[src/design/vga_pkg.sv]
`default_nettype none

package vga_pkg;

    // ----------------------------------------
    // raster timing
    // ----------------------------------------

    // horizontal, in pixels
    localparam int h_display = 16;
    localparam int h_front   = 2;
    localparam int h_sync    = 3;
    localparam int h_back    = 3;
    localparam int h_total   = h_display + h_front + h_sync + h_back;

    // vertical, in lines
    localparam int v_display = 8;
    localparam int v_front   = 1;
    localparam int v_sync    = 2;
    localparam int v_back    = 1;
    localparam int v_total   = v_display + v_front + v_sync + v_back;

    // sys_clk cycles per pixel
    localparam int pixel_div = 4;

    // ----------------------------------------
    // widths and fifo sizing
    // ----------------------------------------
    localparam int sram_aw    = 18;
    localparam int sram_dw    = 16;
    localparam int rgb_w      = 12;
    localparam int fifo_depth = 8;
    localparam int fifo_aw    = 3;

    typedef logic [sram_aw-1:0] sram_addr_t;
    typedef logic [sram_dw-1:0] sram_word_t;
    typedef logic [rgb_w-1:0]   pixel_t;
    typedef logic [4:0]         hpos_t;
    // y in the top 3 bits, x in the low 4
    typedef logic [6:0]         fb_index_t;

    // who owns the sram access in the current cycle
    typedef enum logic [1:0] {idle, fetch, bus} arb_state_t;
    typedef enum logic {wait_req, wait_done} wb_state_t;
    typedef logic [3:0]         vpos_t;

endpackage

`default_nettype wire

[src/design/vga_frame_buffer.sv]
`timescale 1ns/1ps
`default_nettype none

module vga_frame_buffer (
    input  logic                sys_clk,
    input  logic                sys_rst,
    // drawing master
    input  logic                wb_cyc,
    input  logic                wb_stb,
    input  logic                wb_we,
    input  vga_pkg::fb_index_t  wb_adr,
    input  vga_pkg::sram_word_t wb_dat_i,
    output vga_pkg::sram_word_t wb_dat_o,
    output logic                wb_ack,
    // display
    output vga_pkg::pixel_t     vga_rgb,
    output logic                vga_hsync,
    output logic                vga_vsync,
    output logic                vga_de,
    // external sram
    output logic                sram_ce_n,
    output logic                sram_oe_n,
    output logic                sram_we_n,
    output vga_pkg::sram_addr_t sram_addr,
    output vga_pkg::sram_word_t sram_dq_write,
    output logic                sram_dq_en,
    input  vga_pkg::sram_word_t sram_dq_read
);

    // ----------------------------------------
    // internal wires
    // ----------------------------------------
    logic                bus_req;
    logic                bus_we;
    vga_pkg::sram_addr_t bus_addr;
    vga_pkg::sram_word_t bus_wdata;
    vga_pkg::sram_word_t bus_rdata;
    logic                bus_done;
    logic                fetch_req;
    logic                fetch_grant;
    vga_pkg::sram_addr_t fetch_addr;
    logic                fifo_push;
    logic                fifo_pop;
    vga_pkg::sram_word_t fifo_din;
    vga_pkg::sram_word_t fifo_dout;
    logic                fifo_full;
    logic                fifo_afull;

    vga_wb_port u_wb_port (
        .sys_clk   (sys_clk),
        .sys_rst   (sys_rst),
        .wb_cyc    (wb_cyc),
        .wb_stb    (wb_stb),
        .wb_we     (wb_we),
        .wb_adr    (wb_adr),
        .wb_dat_i  (wb_dat_i),
        .wb_dat_o  (wb_dat_o),
        .wb_ack    (wb_ack),
        .bus_req   (bus_req),
        .bus_we    (bus_we),
        .bus_addr  (bus_addr),
        .bus_wdata (bus_wdata),
        .bus_rdata (bus_rdata),
        .bus_done  (bus_done)
    );

    // single owner of the sram pins
    vga_sram_arbiter u_arbiter (
        .sys_clk       (sys_clk),
        .sys_rst       (sys_rst),
        .fetch_req     (fetch_req),
        .fetch_addr    (fetch_addr),
        .fetch_grant   (fetch_grant),
        .bus_req       (bus_req),
        .bus_we        (bus_we),
        .bus_addr      (bus_addr),
        .bus_wdata     (bus_wdata),
        .bus_done      (bus_done),
        .bus_rdata     (bus_rdata),
        .fifo_push     (fifo_push),
        .fifo_din      (fifo_din),
        .sram_ce_n     (sram_ce_n),
        .sram_oe_n     (sram_oe_n),
        .sram_we_n     (sram_we_n),
        .sram_addr     (sram_addr),
        .sram_dq_write (sram_dq_write),
        .sram_dq_en    (sram_dq_en),
        .sram_dq_read  (sram_dq_read)
    );

    vga_scan_fetch u_scan_fetch (
        .sys_clk     (sys_clk),
        .sys_rst     (sys_rst),
        .almost_full (fifo_afull),
        .fetch_grant (fetch_grant),
        .fetch_req   (fetch_req),
        .fetch_addr  (fetch_addr)
    );

    vga_pixel_fifo u_pixel_fifo (
        .sys_clk     (sys_clk),
        .sys_rst     (sys_rst),
        .push        (fifo_push),
        .din         (fifo_din),
        .pop         (fifo_pop),
        .dout        (fifo_dout),
        .full        (fifo_full),
        .almost_full (fifo_afull)
    );

    vga_timing u_timing (
        .sys_clk   (sys_clk),
        .sys_rst   (sys_rst),
        .fifo_full (fifo_full),
        .fifo_dout (fifo_dout),
        .fifo_pop  (fifo_pop),
        .vga_rgb   (vga_rgb),
        .vga_hsync (vga_hsync),
        .vga_vsync (vga_vsync),
        .vga_de    (vga_de)
    );

endmodule

`default_nettype wire

[src/design/vga_pixel_fifo.sv]
`timescale 1ns/1ps
`default_nettype none

module vga_pixel_fifo (
    input  logic                sys_clk,
    input  logic                sys_rst,
    input  logic                push,
    input  vga_pkg::sram_word_t din,
    input  logic                pop,
    output vga_pkg::sram_word_t dout,
    output logic                full,
    output logic                almost_full
);

    vga_pkg::sram_word_t        mem [vga_pkg::fifo_depth];
    logic [vga_pkg::fifo_aw-1:0] wr_ptr;
    logic [vga_pkg::fifo_aw-1:0] rd_ptr;
    logic [vga_pkg::fifo_aw:0]   count;
    logic [vga_pkg::fifo_aw:0]   level;
    logic                        empty;

    // first word falls through
    assign dout  = mem[rd_ptr];
    assign full  = (count == (vga_pkg::fifo_aw + 1)'(vga_pkg::fifo_depth));
    assign empty = (count == '0);

    // stored words plus the push in flight, one more slot kept
    // for the read issued in the previous cycle
    assign level       = count + (vga_pkg::fifo_aw + 1)'(push);
    assign almost_full = (level >= (vga_pkg::fifo_aw + 1)'(vga_pkg::fifo_depth - 1));

    always_ff @(posedge sys_clk) begin
        if (push) mem[wr_ptr] <= din;
    end

    always_ff @(posedge sys_clk) begin
        if (sys_rst) begin
            wr_ptr <= '0;
            rd_ptr <= '0;
            count  <= '0;
        end else begin
            // pointers wrap on their own, depth is a power of two
            if (push) wr_ptr <= wr_ptr + 1'b1;
            if (pop)  rd_ptr <= rd_ptr + 1'b1;
            case ({push, pop})
                2'b10:   count <= count + 1'b1;
                2'b01:   count <= count - 1'b1;
                default: count <= count;
            endcase
        end
    end

    // fetch throttling must keep the arbiter from overrunning us
    no_push_full: assert property (@(posedge sys_clk) disable iff (sys_rst)
        push |-> !full || pop);
    // display must never run ahead of the fetch
    no_pop_empty: assert property (@(posedge sys_clk) disable iff (sys_rst)
        pop |-> !empty);

endmodule

`default_nettype wire

[src/design/vga_scan_fetch.sv]
`timescale 1ns/1ps
`default_nettype none

module vga_scan_fetch (
    input  logic                sys_clk,
    input  logic                sys_rst,
    input  logic                almost_full,
    input  logic                fetch_grant,
    output logic                fetch_req,
    output vga_pkg::sram_addr_t fetch_addr
);

    // counters span the visible raster only
    logic [$clog2(vga_pkg::h_display)-1:0] x;
    logic [$clog2(vga_pkg::v_display)-1:0] y;
    vga_pkg::fb_index_t                    pix;

    // width is a power of two, so y*16+x is a concatenation
    assign pix        = {y, x};
    assign fetch_addr = vga_pkg::sram_addr_t'(pix);

    // keep asking while the fifo can take another word
    assign fetch_req = !almost_full;

    always_ff @(posedge sys_clk) begin
        if (sys_rst) begin
            x <= '0;
            y <= '0;
        end else if (fetch_grant) begin
            if (x == ($bits(x))'(vga_pkg::h_display - 1)) begin
                x <= '0;
                // last pixel of the frame wraps to the top
                if (y == ($bits(y))'(vga_pkg::v_display - 1)) y <= '0;
                else                                          y <= y + 1'b1;
            end else begin
                x <= x + 1'b1;
            end
        end
    end

endmodule

`default_nettype wire

[src/design/vga_sram_arbiter.sv]
`timescale 1ns/1ps
`default_nettype none

module vga_sram_arbiter (
    input  logic                sys_clk,
    input  logic                sys_rst,
    // display fetch
    input  logic                fetch_req,
    input  vga_pkg::sram_addr_t fetch_addr,
    output logic                fetch_grant,
    // wishbone side
    input  logic                bus_req,
    input  logic                bus_we,
    input  vga_pkg::sram_addr_t bus_addr,
    input  vga_pkg::sram_word_t bus_wdata,
    output logic                bus_done,
    output vga_pkg::sram_word_t bus_rdata,
    // pixel fifo write side
    output logic                fifo_push,
    output vga_pkg::sram_word_t fifo_din,
    // sram pins
    output logic                sram_ce_n,
    output logic                sram_oe_n,
    output logic                sram_we_n,
    output vga_pkg::sram_addr_t sram_addr,
    output vga_pkg::sram_word_t sram_dq_write,
    output logic                sram_dq_en,
    input  vga_pkg::sram_word_t sram_dq_read
);

    // ----------------------------------------
    // issue stage
    // ----------------------------------------
    vga_pkg::arb_state_t next_state;
    vga_pkg::arb_state_t issue_state;
    vga_pkg::arb_state_t ret_state;
    vga_pkg::sram_addr_t issue_addr;
    vga_pkg::sram_word_t issue_wdata;
    vga_pkg::sram_word_t ret_data;
    logic                issue_we;
    logic                bus_block;

    // held bus request is already on the pins or returning
    assign bus_block = (issue_state == vga_pkg::bus) || (ret_state == vga_pkg::bus);

    // display fetch always wins
    always_comb begin
        next_state = vga_pkg::idle;
        if (fetch_req)                   next_state = vga_pkg::fetch;
        else if (bus_req && !bus_block)  next_state = vga_pkg::bus;
    end

    assign fetch_grant = (next_state == vga_pkg::fetch);

    always_ff @(posedge sys_clk) begin
        if (sys_rst) issue_state <= vga_pkg::idle;
        else         issue_state <= next_state;
    end

    // address and write data follow the winner
    always_ff @(posedge sys_clk) begin
        issue_addr  <= fetch_req ? fetch_addr : bus_addr;
        issue_we    <= bus_we && !fetch_req;
        issue_wdata <= bus_wdata;
    end

    // pins are decoded from the issue register only
    assign sram_ce_n     = (issue_state == vga_pkg::idle);
    assign sram_we_n     = !((issue_state == vga_pkg::bus) && issue_we);
    assign sram_oe_n     = !((issue_state == vga_pkg::fetch) ||
                             ((issue_state == vga_pkg::bus) && !issue_we));
    assign sram_addr     = issue_addr;
    assign sram_dq_write = issue_wdata;
    assign sram_dq_en    = !sram_we_n;

    // ----------------------------------------
    // return stage
    // ----------------------------------------
    always_ff @(posedge sys_clk) begin
        if (sys_rst) ret_state <= vga_pkg::idle;
        else         ret_state <= issue_state;
    end

    // async read data is sampled at the end of the access cycle
    always_ff @(posedge sys_clk) begin
        ret_data <= sram_dq_read;
    end

    assign fifo_push = (ret_state == vga_pkg::fetch);
    assign fifo_din  = ret_data;
    assign bus_done  = (ret_state == vga_pkg::bus);
    assign bus_rdata = ret_data;

    // a waiting bus request stays up until its done pulse
    bus_req_held: assert property (@(posedge sys_clk) disable iff (sys_rst)
        bus_req && !bus_done |=> bus_req);

endmodule

`default_nettype wire

[src/design/vga_timing.sv]
`timescale 1ns/1ps
`default_nettype none

module vga_timing (
    input  logic                sys_clk,
    input  logic                sys_rst,
    input  logic                fifo_full,
    input  vga_pkg::sram_word_t fifo_dout,
    output logic                fifo_pop,
    output vga_pkg::pixel_t     vga_rgb,
    output logic                vga_hsync,
    output logic                vga_vsync,
    output logic                vga_de
);

    logic [$clog2(vga_pkg::pixel_div)-1:0] div;
    logic                                  tick;
    logic                                  started;
    vga_pkg::hpos_t                        h;
    vga_pkg::vpos_t                        v;
    logic                                  visible;
    logic                                  h_sync_on;
    logic                                  v_sync_on;

    // ----------------------------------------
    // pixel tick and start
    // ----------------------------------------
    assign tick = (div == ($bits(div))'(vga_pkg::pixel_div - 1));

    always_ff @(posedge sys_clk) begin
        if (sys_rst) begin
            div     <= '0;
            started <= 1'b0;
        end else begin
            div <= div + 1'b1;
            // first full fifo opens the raster, never closes again
            if (fifo_full) started <= 1'b1;
        end
    end

    // ----------------------------------------
    // raster position and outputs
    // ----------------------------------------
    assign visible   = (h < vga_pkg::hpos_t'(vga_pkg::h_display)) &&
                       (v < vga_pkg::vpos_t'(vga_pkg::v_display));
    assign h_sync_on = (h >= vga_pkg::hpos_t'(vga_pkg::h_display + vga_pkg::h_front)) &&
                       (h < vga_pkg::hpos_t'(vga_pkg::h_total - vga_pkg::h_back));
    assign v_sync_on = (v >= vga_pkg::vpos_t'(vga_pkg::v_display + vga_pkg::v_front)) &&
                       (v < vga_pkg::vpos_t'(vga_pkg::v_total - vga_pkg::v_back));

    // one word leaves the fifo per visible pixel
    assign fifo_pop = tick && started && visible;

    always_ff @(posedge sys_clk) begin
        if (sys_rst) begin
            h         <= '0;
            v         <= '0;
            vga_rgb   <= '0;
            vga_hsync <= 1'b1;
            vga_vsync <= 1'b1;
            vga_de    <= 1'b0;
        end else if (tick && started) begin
            vga_rgb   <= visible ? fifo_dout[vga_pkg::rgb_w-1:0] : '0;
            vga_de    <= visible;
            // both syncs are active low
            vga_hsync <= !h_sync_on;
            vga_vsync <= !v_sync_on;
            if (h == vga_pkg::hpos_t'(vga_pkg::h_total - 1)) begin
                h <= '0;
                if (v == vga_pkg::vpos_t'(vga_pkg::v_total - 1)) v <= '0;
                else                                             v <= v + 1'b1;
            end else begin
                h <= h + 1'b1;
            end
        end
    end

endmodule

`default_nettype wire

[src/design/vga_wb_port.sv]
`timescale 1ns/1ps
`default_nettype none

module vga_wb_port (
    input  logic                sys_clk,
    input  logic                sys_rst,
    // wishbone classic slave
    input  logic                wb_cyc,
    input  logic                wb_stb,
    input  logic                wb_we,
    input  vga_pkg::fb_index_t  wb_adr,
    input  vga_pkg::sram_word_t wb_dat_i,
    output vga_pkg::sram_word_t wb_dat_o,
    output logic                wb_ack,
    // request towards the arbiter
    output logic                bus_req,
    output logic                bus_we,
    output vga_pkg::sram_addr_t bus_addr,
    output vga_pkg::sram_word_t bus_wdata,
    input  vga_pkg::sram_word_t bus_rdata,
    input  logic                bus_done
);

    vga_pkg::wb_state_t state;
    logic               new_cycle;

    // strobe still high during ack belongs to the finished cycle
    assign new_cycle = wb_cyc && wb_stb && !wb_ack && (state == vga_pkg::wait_req);

    // request is raised in the strobe cycle and held until done
    assign bus_req   = new_cycle || (state == vga_pkg::wait_done);
    assign bus_we    = wb_we;
    // pixel index is the low part of the word address
    assign bus_addr  = vga_pkg::sram_addr_t'(wb_adr);
    assign bus_wdata = wb_dat_i;

    always_ff @(posedge sys_clk) begin
        if (sys_rst) begin
            state  <= vga_pkg::wait_req;
            wb_ack <= 1'b0;
        end else begin
            wb_ack <= 1'b0;
            case (state)
                vga_pkg::wait_req: begin
                    if (new_cycle) state <= vga_pkg::wait_done;
                end
                default: begin
                    if (bus_done) begin
                        state  <= vga_pkg::wait_req;
                        wb_ack <= 1'b1;
                    end
                end
            endcase
        end
    end

    // read word lines up with ack
    always_ff @(posedge sys_clk) begin
        if (bus_done) wb_dat_o <= bus_rdata;
    end

    // arbiter answers only a request that is still pending here
    done_only_when_pending: assert property (@(posedge sys_clk) disable iff (sys_rst)
        bus_done |-> (state == vga_pkg::wait_done));

endmodule

`default_nettype wire

[config.mk]
export PLATFORM = sky130hd
export DESIGN_NAME = vga_frame_buffer
export DESIGN_NICKNAME = d
export VERILOG_FILES = /design/src/design/vga_pkg.sv /design/src/design/vga_frame_buffer.sv /design/src/design/vga_pixel_fifo.sv /design/src/design/vga_scan_fetch.sv /design/src/design/vga_sram_arbiter.sv /design/src/design/vga_timing.sv /design/src/design/vga_wb_port.sv
export SDC_FILE = /design/constraint.sdc
export NUM_CORES = 1
export LEC_CHECK = 0
export ABC_AREA = 1
export BUFFER_PORTS_ARGS = -buffer_cell sky130_fd_sc_hd__buf_2
export CAP_MARGIN = 0
export CORE_UTILIZATION = 29
export CTS_BUF_LIST = sky130_fd_sc_hd__clkbuf_8
export DETAILED_ROUTE_END_ITERATION = 8
export PLACE_DENSITY = 0.51
export SETUP_SLACK_MARGIN = 0.4
export SLEW_MARGIN = 15
export SYNTH_ARGS = -nofsm -noshare
export SYNTH_HDL_FRONTEND = slang
export SYNTH_HIERARCHICAL = 1
export SYNTH_SLANG_ARGS = --single-unit
[constraint.sdc]
create_clock -name sys_clk -period 4.07 [get_ports sys_clk]
set_input_delay 0.2035 -clock sys_clk [delete_from_list [all_inputs] [get_ports sys_clk]]
set_output_delay 0.2035 -clock sys_clk [all_outputs]
set_load 0.01 [all_outputs]
# [After elaboration in Yosys (flattened, before gate mapping)]
# Memory sizes are Yosys's and may differ from the RTL's. A register that Yosys moved wholly into a read port is not among the register bits.
# Cells that the tools add are included.
[word_totals] reg_bits=117 ram_bits=128 inputBits=44 output_inout_bits=70 wordCells=98 memories=1
[op_classes] n_addsub=10 order_cmp=7 n_eq_ne=13 n_mux=17 bitwise=1 reduce_logical=27
[mem_list] name="u_pixel_fifo.mem" words=8 word_bits=16 rd=1 rd_ports_with_merged_regs=1 write_ports=1 line_no="vga_pixel_fifo.sv:15" source="vga_pkg::sram_word_t mem [vga_pkg::fifo_depth];"
[ops] operator="adder 4 x 1 -> 4 bit, second input constant" n=3
[ops] operator="equality test 4 bit, second input constant" n=3
[ops] operator="logical AND 1 bit" n=12
[ops] operator="two-way mux 12 bit" n=1
[ops] operator="less-than comparator 5 bit, second input constant" n=2
[ops] operator="adder 3 x 1 -> 3 bit, second input constant" n=3
[ops] operator="two-way mux 3 bit" n=3
[ops] operator="equality test 2 x 1 -> 1 bit, second input constant" n=4
[ops] operator="equality test 2 bit, second input constant" n=4
[ops] operator="less-than comparator 4 bit, second input constant" n=2
[ops] operator="two-way mux 4 bit" n=2
[ops] operator="one-hot mux 4 bit (2 select lines)" n=1
[ops] operator="zero test 1 bit" n=7
[ops] operator="two-way mux 7 bit" n=1
[ops] operator="two-way mux 1 bit" n=6
[ops] operator="adder 5 x 1 -> 5 bit, second input constant" n=1
[ops] operator="equality test 5 bit, second input constant" n=1
[ops] operator="greater-or-equal comparator 5 bit, second input constant" n=1
[ops] operator="two-way mux 5 bit" n=1
[ops] operator="adder 4 x 1 -> 4 bit" n=1
[ops] operator="greater-or-equal comparator 4 x 3 -> 1 bit, second input constant" n=1
[ops] operator="greater-or-equal comparator 4 bit, second input constant" n=1
[ops] operator="two-way mux 2 bit" n=2
[ops] operator="AND reduction 2 bit" n=2
[ops] operator="8 further kinds" n=10

# [Depth between registers and ports, before layout]
# Gate-level depths: netlist of run 1.
[logic_depth] word_depth=9 mapped_depth=16

# [Cells and area by module]
# Netlist of run 1, hierarchy kept.
[modules_own_cells] module="vga_pixel_fifo" n_inst=1 cells_each=453 area_per_inst_um2=5690.5 seq_area_each_um2=4103.9
[modules_own_cells] module="vga_sram_arbiter" n_inst=1 cells_each=153 area_per_inst_um2=1567.8 seq_area_each_um2=1101.1
[modules_own_cells] module="vga_timing" n_inst=1 cells_each=151 area_per_inst_um2=1201.2 seq_area_each_um2=540.5
[modules_own_cells] module="vga_wb_port" n_inst=1 cells_each=63 area_per_inst_um2=832.0 seq_area_each_um2=520.5
[modules_own_cells] module="vga_scan_fetch" n_inst=1 cells_each=64 area_per_inst_um2=444.2 seq_area_each_um2=140.1

# [Worst setup path before layout of run 1]
# Ideal clock, no wire load.
[synth_path] path_type="register -> register" from="reg u_arbiter.ret_state[0]" to="mem u_pixel_fifo/mem[0][0] in the netlist's numbering (enable)" setup_ps=388 arrival_ps=1704 t_required_ps=3682 slack_ps=1977 stages_incl_launch_ff=6 path_buffers=0 period_less_slack_ps=2093 cell_sequence="dfxtp_1 > inv_1 > nor2_1 > inv_1 > or2_2 > nor2_1"
[synth_via] elab_chain_len=3
[synth_rtl] element="from (decl)" line_no="vga_sram_arbiter.sv:36" source="vga_pkg::arb_state_t ret_state;"
[synth_rtl] element="from (signal assigned)" line_no="vga_sram_arbiter.sv:80" source="if (sys_rst) ret_state <= vga_pkg::idle;"
[synth_rtl] element="from (signal assigned)" line_no="vga_sram_arbiter.sv:81" source="else ret_state <= issue_state;"
[synth_rtl] element="equality test 2 x 1 -> 1 bit" line_no="vga_sram_arbiter.sv:89" source="assign fifo_push = (ret_state == vga_pkg::fetch);"
[synth_rtl] element="named net fifo_push" line_no="vga_frame_buffer.sv:42" source="logic fifo_push;"
[synth_rtl] element="two-way mux 1 bit" line_no="vga_pixel_fifo.sv:33" source="if (push) mem[wr_ptr] <= din;"
[synth_rtl] element="two-way mux 1 bit (not written as such)" line_no="vga_pixel_fifo.sv:33"
[synth_rtl] element="to (decl)" line_no="vga_pixel_fifo.sv:15"
# The timed path passes the listed nets, and every way through them passes these cells.

# [Worst setup path in the final report of run 1]
[layout_path] from="reg u_timing/div[0] in the netlist's numbering" to="reg u_pixel_fifo/count[2] in the netlist's numbering"
[layout_via] elab_chain_len=5 elab_cells_between_ends=7
[layout_rtl] element="from (decl)" line_no="vga_timing.sv:16" source="logic [$clog2(vga_pkg::pixel_div)-1:0] div;"
[layout_rtl] element="from (signal assigned)" line_no="vga_timing.sv:35" source="div <= div + 1'b1;"
[layout_rtl] element="equality test 2 bit *" line_no="vga_timing.sv:28" source="assign tick = (div == ($bits(div))'(vga_pkg::pixel_div - 1));"
[layout_rtl] element="logical AND 1 bit * (2 in series)" line_no="vga_timing.sv:52" source="assign fifo_pop = tick && started && visible;"
[layout_rtl] element="named net fifo_pop" line_no="vga_frame_buffer.sv:43" source="logic fifo_pop;"
[layout_rtl] element="equality test 2 x 1 -> 1 bit or equality test 2 bit (tied branches)" line_no="vga_pixel_fifo.sv:45" source="case ({push, pop})"
[layout_rtl] element="one-hot mux 4 bit (2 select lines) or nonzero test 2 bit (tied branches)"
[layout_rtl] element="to (signal assigned)" line_no="vga_pixel_fifo.sv:46" source="2'b10: count <= count + 1'b1;"
[layout_rtl] element="to (signal assigned)" line_no="vga_pixel_fifo.sv:47" source="2'b01: count <= count - 1'b1;"
[layout_rtl] element="to (signal assigned)" line_no="vga_pixel_fifo.sv:48" source="default: count <= count;"
[layout_rtl] element="to (decl)" line_no="vga_pixel_fifo.sv:18" source="logic [vga_pkg::fifo_aw:0] count;"
# The timed path passes the listed nets; every way through them passes the cells marked *.
# A chain may end at the register's enable or synchronous reset.

==> results of run 1 <==
final timing paths:
kind                                   start                                  end  cells past startpoint
max reg2reg       u_timing/div[0]$_SDFF_PP0_   u_pixel_fifo/count[2]$_SDFFE_PP0P_                     14
max               u_timing/div[0]$_SDFF_PP0_   u_pixel_fifo/count[2]$_SDFFE_PP0P_                     14
min reg2reg  u_arbiter/bus_rdata[14]$_DFF_P_     u_wb_port/wb_dat_o[14]$_DFFE_PP_                      0
min                                   wb_stb  u_arbiter/issue_state[1]$_SDFF_PP0_                      5
worst max-delay path: stages, from the launching register on:
cell      delay (ns)
dfxtp_1         0.31
ha_1            0.20
nand2_2         0.35
inv_2           0.12
nand2_2         0.10
clkinv_2        0.26
ha_1            0.34
nand2_1         0.08
inv_1           0.05
nor2_1          0.13
ha_1            0.16
a21oi_1         0.05
xnor2_1         0.13
o21ai_0         0.13
inv_1           0.05
power by group through the flow:
stage | logic (mW) | registers (mW) | clock network, mW
4_1_cts | 0.235 | 2.40 | 2.30
6_report | 0.234 | 2.40 | 2.22
3_3_place_gp | 0.202 | 2.44 | 0
3_5_place_dp | 0.204 | 2.44 | 0
2_1_floorplan | 0.160 | 2.44 | 0
5_1_grt | 0.263 | 2.41 | 2.39
flip-flops by register name, indices dropped and copies added, names as in the netlist, named ones only:
register and cells:
u_pixel_fifo/mem 96, u_arbiter/sram_addr 18, u_arbiter/bus_rdata 16, u_arbiter/sram_dq_write 16
u_wb_port/wb_dat_o 16, u_timing/vga_rgb 12, u_timing/h 5, u_pixel_fifo/count 4
u_scan_fetch/x 4, u_timing/v 4, u_pixel_fifo/rd_ptr 3, u_pixel_fifo/wr_ptr 3
u_scan_fetch/y 3, u_arbiter/issue_state 2, u_arbiter/ret_state 2, u_timing/div 2
u_arbiter/issue_we 1, u_timing/started 1, u_timing/vga_de 1, u_timing/vga_hsync 1
u_timing/vga_vsync 1, u_wb_port/state 1, u_wb_port/wb_ack 1
routing by layer:
layer | track usage | vias to the layer above | wire, µm
li1 | - | 2827 | -
met1 | 0.160 | 2532 | 8460
met5 | 0 | - | 0
met2 | 0.184 | 134 | 7910
met4 | 0.0468 | 0 | 420
met3 | 0.0317 | 35 | 933
cell type report:
cell class,instances,area (µm²),share of cell area
clock buffer,49,674,0.0653
inverter,51,195,0.0189
multi-input combinational,458,2250,0.218
sequential,216,5450,0.528
clock inverter,23,205,0.0199
tap,384,480,0.0466
timing repair buffer,166,1070,0.104
repair_timing:
| item | 4_1_cts | 5_1_grt |
|---|---|---|
| hold buffers | 42 | 0 |
| hold endpoints to repair | 41 | 0 |
| gates resized for setup | 0 | 0 |
layout by cell type, fill, tap and decap left out, types with 4 or more instances in the layout:
master / count
o21ai_1: 11
nand2_2: 14
o21ai_0: 50
a21oi_1: 17
buf_2: 113
ha_1: 15
nand2_1: 161
edfxtp_1: 112
buf_4: 11
inv_1: 55
dfxtp_1: 103
dlygate4sd3_1: 42
mux2i_1: 12
a21oi_2: 10
nand3_1: 18
nor2_1: 94
conb_1: 22
clkinv_2: 4
xor2_1: 5
clkbuf_8: 49
o22ai_1: 12
==> flow_summary.json, run 1 <==
{
  "final.setup.tns_ns": 0,
  "gp_congestion": 0.803,
  "layout_setup_ws_ns": 1.50,
  "cts_made_buffers": 40,
  "power_density_nw_per_um2": 470,
  "avgSynthCellArea_um2": 10.7,
  "syn_area_um2": 8490,
  "htree_levels": 2,
  "rrSetupSlack_ns": 1.50,
  "drive_above_1_share": 0.228,
  "rows": 62,
  "period_share": 0.632,
  "holdWs_ns": 0.0369,
  "drt_iter0_drc": 281,
  "cp.required_ns": 4.50,
  "post_drt_wl_per_cell_um": 13.2,
  "leakage_nw": 4.25,
  "crit_path_end_kind": "flip-flop",
  "clock_path_buffers": 3,
  "p_seq_frac": 0.495,
  "slew_headroom": 0.437,
  "drv_cap": 0,
  "antenna_found_initial": 0,
  "wirelength_um": 17700,
  "cts_tree": "yes",
  "clkPwrFrac": 0.457,
  "crit_arrival_ns": 3.00,
  "p_sw_mw": 1.09,
  "swShare": 0.226,
  "die_w_um": 173,
  "synthToLayoutAreaGrowth_pct": 21.5,
  "dpl.hpwl_um": 10800,
  "pre_cts_slack_ns": 1.49,
  "p_comb_frac": 0.048,
  "ios": 114,
  "antenna_cells": 0,
  "fin_total_pwr_mw": 4.85,
  "irDropWorstVdd_v": 0.000309,
  "die_area_um2": 30000,
  "postPlaceCellArea_um2": 9020,
  "fin_util": 0.359,
  "rsz0062_at_grt": "false",
  "die_h_um": 173,
  "finalCriticalPeriod_ns": 2.57,
  "worstSkewPairLatency_ns": 0.55,
  "instances_no_fill": 1347,
  "grt_overflow_total": 0,
  "initial_core_util": 0.295,
  "cts-root-buf": "clkbuf_8",
  "nFillCells": 2873,
  "final_nets": 992,
  "critPathKind": "flip-flop to flip-flop",
  "path_clk_slew_ns": 0.06,
  "cts_setup_buffers": 0,
  "synth_cells": 796,
  "num_vias": 5528,
  "dp_cells": 1233,
  "cp-start-kind": "flip-flop",
  "fin_area_um2": 10300,
  "intPower_mw": 3.75,
  "hold_viol_final": 0,
  "via_per_inst": 4.10,
  "hold_class": "primary input to flip-flop",
  "worst-path-max-fanout": 22,
  "finClkSkew_ns": 0.0359,
  "yosysWarnings": 6,
  "slew_violations": 0,
  "worst_slew_pin_slew_ns": 0.845,
  "antenna_left": 0,
  "grt_max_degree": 49,
  "outcome": "finished, final reports clean",
  "firstDrtPassIters": 4,
  "port_buffers": 113,
  "drc_errors": 0,
  "grt_pass1_wl_um": 28400,
  "cts_sinks": 216,
  "grt_pass1_vias": 5511,
  "grtUsageTotal": 0.120,
  "setup_viol": 0,
  "fmax_mhz": 389,
  "fp.coreArea_um2": 28800
}
No activity file was read; power rests on OpenSTA's default activity.
==> inputs of run 2 (changes only) <==
Clock period 4.07 ns to 2.7 ns, I/O delays scaled along.
==> flow_summary.json, run 2 (synthesis results as in run 1) <==
{
  "final_nets": 997,
  "finClkSkew_ns": 0.0311,
  "num_vias": 5576,
  "rows": 62,
  "final.setup.tns_ns": 0,
  "clock_path_buffers": 3,
  "crit_path_end_kind": "flip-flop",
  "finalCriticalPeriod_ns": 1.97,
  "grt_pass1_wl_um": 29000,
  "slew_violations": 0,
  "cts-root-buf": "clkbuf_8",
  "ios": 114,
  "cts_setup_buffers": 0,
  "cpMaxStageDelayCell": "dfxtp_1",
  "rsz0062_at_grt": "false",
  "cts_made_buffers": 39,
  "die_h_um": 173,
  "setup_viol": 0,
  "endpoint": "u_scan_fetch/y[0]$_SDFFE_PP0P_",
  "outcome": "finished, final reports clean",
  "crit_arrival_ns": 2.41,
  "path_cells": "inv_1, nor2_2, ha_1, ha_1, xor2_1, nand3_1, nand2_1, inv_1, buf_4, nand2_2, nor2_4, inv_2, nor2_2, nor2_1",
  "hold_viol_final": 0,
  "grtUsageTotal": 0.122,
  "top_register": "u_pixel_fifo/mem",
  "die_area_um2": 30000,
  "drv_cap": 0,
  "critPathMaxStageDelay_ns": 0.29,
  "leakage_nw": 4.25,
  "dpl.hpwl_um": 10600,
  "power_density_nw_per_um2": 675,
  "drive_above_1_share": 0.224,
  "slew_headroom": 0.465,
  "cp.required_ns": 3.14,
  "grt_pass1_vias": 5609,
  "irDropWorstVdd_v": 0.000551,
  "fp.coreArea_um2": 28800,
  "initial_core_util": 0.295,
  "via_per_inst": 4.12,
  "antenna_cells": 0,
  "layout_setup_ws_ns": 0.726,
  "hold_class": "primary input to flip-flop",
  "cts_sinks": 216,
  "r2r-start": "u_arbiter/ret_state[0]$_SDFF_PP0_",
  "period_share": 0.731,
  "cp-start-kind": "flip-flop",
  "synthToLayoutAreaGrowth_pct": 20.6,
  "postPlaceCellArea_um2": 9060,
  "grt_max_degree": 49,
  "fin_area_um2": 10200,
  "rrSetupSlack_ns": 0.73,
  "path_clk_slew_ns": 0.06,
  "fmax_mhz": 507,
  "pre_cts_slack_ns": 0.620,
  "firstDrtPassIters": 4,
  "cts_tree": "yes",
  "worst_slew_pin_slew_ns": 0.802,
  "grt_overflow_total": 0,
  "layout_commonest_cell": "nand2_1",
  "gp_congestion": 0.716,
  "layout_common_cells": "161 x nand2_1, 113 x buf_2, 112 x edfxtp_1, 104 x dfxtp_1, 93 x nor2_1",
  "worstSkewPairLatency_ns": 0.55,
  "port_buffers": 113,
  "antenna_left": 0,
  "r2r-end": "u_scan_fetch/y[0]$_SDFFE_PP0P_",
  "wirelength_um": 17700,
  "critPathKind": "flip-flop to flip-flop",
  "largest_reg_flops": 96,
  "drc_errors": 0,
  "drt_iter0_drc": 310,
  "antenna_found_initial": 0,
  "worst-path-max-fanout": 24,
  "worst-r2r-cell-count": 14,
  "htree_levels": 2,
  "post_drt_wl_per_cell_um": 13.1,
  "startpoint": "u_arbiter/ret_state[0]$_SDFF_PP0_",
  "die_w_um": 173
}
[run 2: cell count changes in the layout (fill, tap and decap cells not counted), sizes merged]
| cell | before | now |
|---|---|---|
| bufinv | 3 | 1 |
| clkbuf | 49 | 43 |
| inv | 60 | 66 |
| clkinvlp | 3 | 0 |
| buf | 124 | 130 |
| clkinv | 8 | 13 |
[run 2: critical path, delay by kind of cell, from the launching register on]
| kind | cells | cell delay, ns |
|---|---|---|
| AND/OR/NAND/NOR | 7 | 0.60 |
| buffers and inverters | 4 | 0.42 |
| adder cells (fa/ha/maj) | 2 | 0.41 |
| flip-flops | 1 | 0.29 |
| XOR/XNOR | 1 | 0.14 |
[run 2: through the flow]
step                utilization  cells  total power [mW]  hold WS [ns]
finish                    0.356   1353              6.92        0.0665
global route              0.356   1353              7.26        0.0969
CTS                       0.356   1353              7.04        0.0469
detailed placement        0.315   1239              3.99         0.239
global placement          0.315   1239              3.98         0.237
floorplan                     -    816              3.92         0.163
[run 2: worst min path at each step]
| stage | start | slack, ns | cells after the start | endpoint |
|---|---|---|---|---|
| 2_1_floorplan | sram_dq_read[0] | 0.16 | 0 | u_arbiter/bus_rdata[0]$_DFF_P_ |
| 3_3_place_gp | wb_dat_i[1] | 0.24 | 1 | u_arbiter/sram_dq_write[1]$_DFF_P_ |
| 3_5_place_dp | wb_dat_i[0] | 0.24 | 1 | u_arbiter/sram_dq_write[0]$_DFF_P_ |
| 4_1_cts | sys_rst | 0.05 | 2 | u_pixel_fifo/count[0]$_SDFFE_PP0P_ |
| 5_1_grt | sys_rst | 0.1 | 2 | u_arbiter/ret_state[1]$_SDFF_PP0_ |
| 6_report | sys_rst | 0.07 | 2 | u_timing/div[0]$_SDFF_PP0_ |
[run 2: layout make-up]
type                            instances  area (µm²)
Tap cell                              384         480
Clock buffer                           43         592
Sequential cell                       216        5450
Clock inverter                         29         168
Multi-Input combinational cell        458        2250
Fill cell                            2871       18500
Inverter                               51         195
Timing Repair Buffer                  172        1110
[run 2: what timing repair did]
action | in CTS | in global routing
setup endpoints to repair | 0 | 5
endpoints found under the hold margin | 42 | 0
gates resized for setup | 0 | 1
hold buffers | 42 | 0
[run 2: report_power, final]
group	total, mW	internal (mW)	switching, mW
sequential	3.61	3.55	0.0597
combinational	0.353	0.159	0.194
clock	2.95	1.59	1.36
total	6.91	5.30	1.62
[run 2: layer usage]
metal,part of all wire,track usage
met1,0.48,0.163
met2,0.44,0.191
met3,0.054,0.0301
met4,0.023,0.0483
met5,0,0
==> inputs of run 3 (changes only) <==
Clock period 2.7 ns to 1.9 ns, I/O delays scaled along.
==> flow_summary.json, run 3 (synthesis results as in run 1) <==
{
  "fin_area_um2": 11000,
  "power_density_nw_per_um2": 905,
  "worst-r2r-cell-count": 8,
  "wirelength_um": 18600,
  "irDropWorstVdd_v": 0.000491,
  "antenna_found_initial": 0,
  "swShare": 0.232,
  "initial_core_util": 0.295,
  "final.setup.tns_ns": 0,
  "worst_slew_pin_slew_ns": 0.525,
  "path_cells": "inv_2, nor2_4, buf_6, inv_8, or2_4, buf_6, nor2_4, clkbuf_16",
  "finClkSkew_ns": 0.0254,
  "antenna_cells": 0,
  "final_nets": 1025,
  "cp_num_buf_inv": 5,
  "rrSetupSlack_ns": 0.18,
  "fp.coreArea_um2": 28800,
  "die_h_um": 173,
  "p_sw_mw": 2.31,
  "finalCriticalPeriod_ns": 1.72,
  "p_comb_frac": 0.065,
  "ios": 114,
  "r2r-end": "u_pixel_fifo/mem[2][10]$_DFFE_PP_",
  "dp_cells": 1242,
  "cp-start-kind": "flip-flop",
  "grt_max_degree": 49,
  "worst-path-max-fanout": 6,
  "firstDrtPassIters": 4,
  "postPlaceCellArea_um2": 9260,
  "startpoint": "u_arbiter/ret_state[0]$_SDFF_PP0_",
  "layout_commonest_cell": "nand2_1",
  "largest_reg_flops": 96,
  "via_per_inst": 4.14,
  "outcome": "finished, final reports clean",
  "cp.required_ns": 2.13,
  "drc_errors": 0,
  "top_register": "u_pixel_fifo/mem",
  "gp_congestion": 0.738,
  "crit_arrival_ns": 1.95,
  "antenna_left": 0,
  "synthToLayoutAreaGrowth_pct": 29.1,
  "hold_viol_final": 0,
  "setup_viol": 0,
  "die_w_um": 173,
  "cts-root-buf": "clkbuf_8",
  "critPathKind": "flip-flop to flip-flop",
  "cts_sinks": 216,
  "htree_levels": 2,
  "endpoint": "u_pixel_fifo/mem[2][10]$_DFFE_PP_",
  "clkPwrFrac": 0.416,
  "post_drt_wl_per_cell_um": 13.5,
  "p_seq_frac": 0.518,
  "cts_made_buffers": 39,
  "holdWs_ns": 0.193,
  "crit_path_end_kind": "flip-flop",
  "intPower_mw": 7.61,
  "worstSkewPairLatency_ns": 0.53,
  "path_clk_slew_ns": 0.06,
  "cpMaxStageDelayCell": "dfxtp_2",
  "cts_tree": "yes",
  "drive_above_1_share": 0.295,
  "fin_util": 0.381,
  "num_vias": 5707,
  "leakage_nw": 4.48,
  "port_buffers": 113,
  "rsz0062_at_grt": "true",
  "layout_common_cells": "148 x nand2_1, 114 x buf_2, 112 x edfxtp_1, 96 x dfxtp_1, 84 x nor2_1",
  "grt_pass1_wl_um": 28600,
  "slew_headroom": 0.650,
  "r2r-start": "u_arbiter/ret_state[0]$_SDFF_PP0_",
  "fmax_mhz": 580,
  "drt_iter0_drc": 258,
  "critPathMaxStageDelay_ns": 0.32,
  "grt_pass1_vias": 5458,
  "grt_overflow_total": 0,
  "dpl.hpwl_um": 10500,
  "period_share": 0.907,
  "hold_class": "primary input to flip-flop",
  "clock_path_buffers": 3,
  "slew_violations": 0,
  "cp_top_family": "simple AND/OR/NAND/NOR gates",
  "crit_cells": 8,
  "rows": 62,
  "grtUsageTotal": 0.120,
  "drv_cap": 0,
  "instances_no_fill": 1378,
  "die_area_um2": 30000
}
-- run 3: final cells by class --
cell class	count	area [µm²]
Clock inverter	25	131
Clock buffer	44	606
Timing Repair inverter	1	3.75
Timing Repair Buffer	199	1540
Multi-Input combinational cell	458	2520
Inverter	51	229
Sequential cell	216	5460
Fill cell	2826	17800
Tap cell	384	480
-- run 3: routing by layer --
layer	vias to the layer above	global-route usage	share of wire
met5	-	0	0
met4	0	0.0428	0.020
met3	34	0.0365	0.056
met2	140	0.191	0.46
met1	2648	0.153	0.47
li1	2885	-	-
-- run 3: what timing repair did --
action,in CTS,in global routing
gates cloned,3,5
gates resized for setup,41,43
setup endpoints to repair,75,131
hold buffers,43,0
setup buffers,9,7
pin swaps,18,14
hold endpoints to repair,46,0
-- run 3: power by group through the flow --
stage / sequential [mW] / combinational, mW / clock [mW]
final: 5.14 / 0.649 / 4.13
after detailed placement: 5.23 / 0.473 / 0
after floorplan: 5.23 / 0.363 / 0
after CTS: 5.14 / 0.606 / 4.30
after global routing: 5.16 / 0.723 / 4.49
after global placement: 5.23 / 0.470 / 0
-- run 3: worst reg2reg max path, stage by stage (launching register included) --
cell and delay [ns]:
dfxtp_2 0.32, inv_2 0.04, nor2_4 0.13, buf_6 0.14, inv_8 0.04, or2_4 0.25, buf_6 0.14, nor2_4 0.20
clkbuf_16 0.19
-- run 3: stage by stage --
step,setup slack [ns],total power [mW]
final,0.177,9.92
after global routing,0.105,10.4
after CTS,0.214,10.0
after detailed placement,0.115,5.70
after global placement,0.150,5.70
after floorplan,0.0901,5.59
-- run 3: worst min path at each step --
stage                                from                                 end  cells past startpoint
after floorplan           sram_dq_read[0]      u_arbiter/bus_rdata[0]$_DFF_P_                      0
after global placement        wb_dat_i[2]  u_arbiter/sram_dq_write[2]$_DFF_P_                      1
after detailed placement      wb_dat_i[8]  u_arbiter/sram_dq_write[8]$_DFF_P_                      1
after CTS                 sram_dq_read[0]      u_arbiter/bus_rdata[0]$_DFF_P_                      2
after global routing          wb_dat_i[7]  u_arbiter/sram_dq_write[7]$_DFF_P_                      2
final                     sram_dq_read[4]      u_arbiter/bus_rdata[4]$_DFF_P_                      2
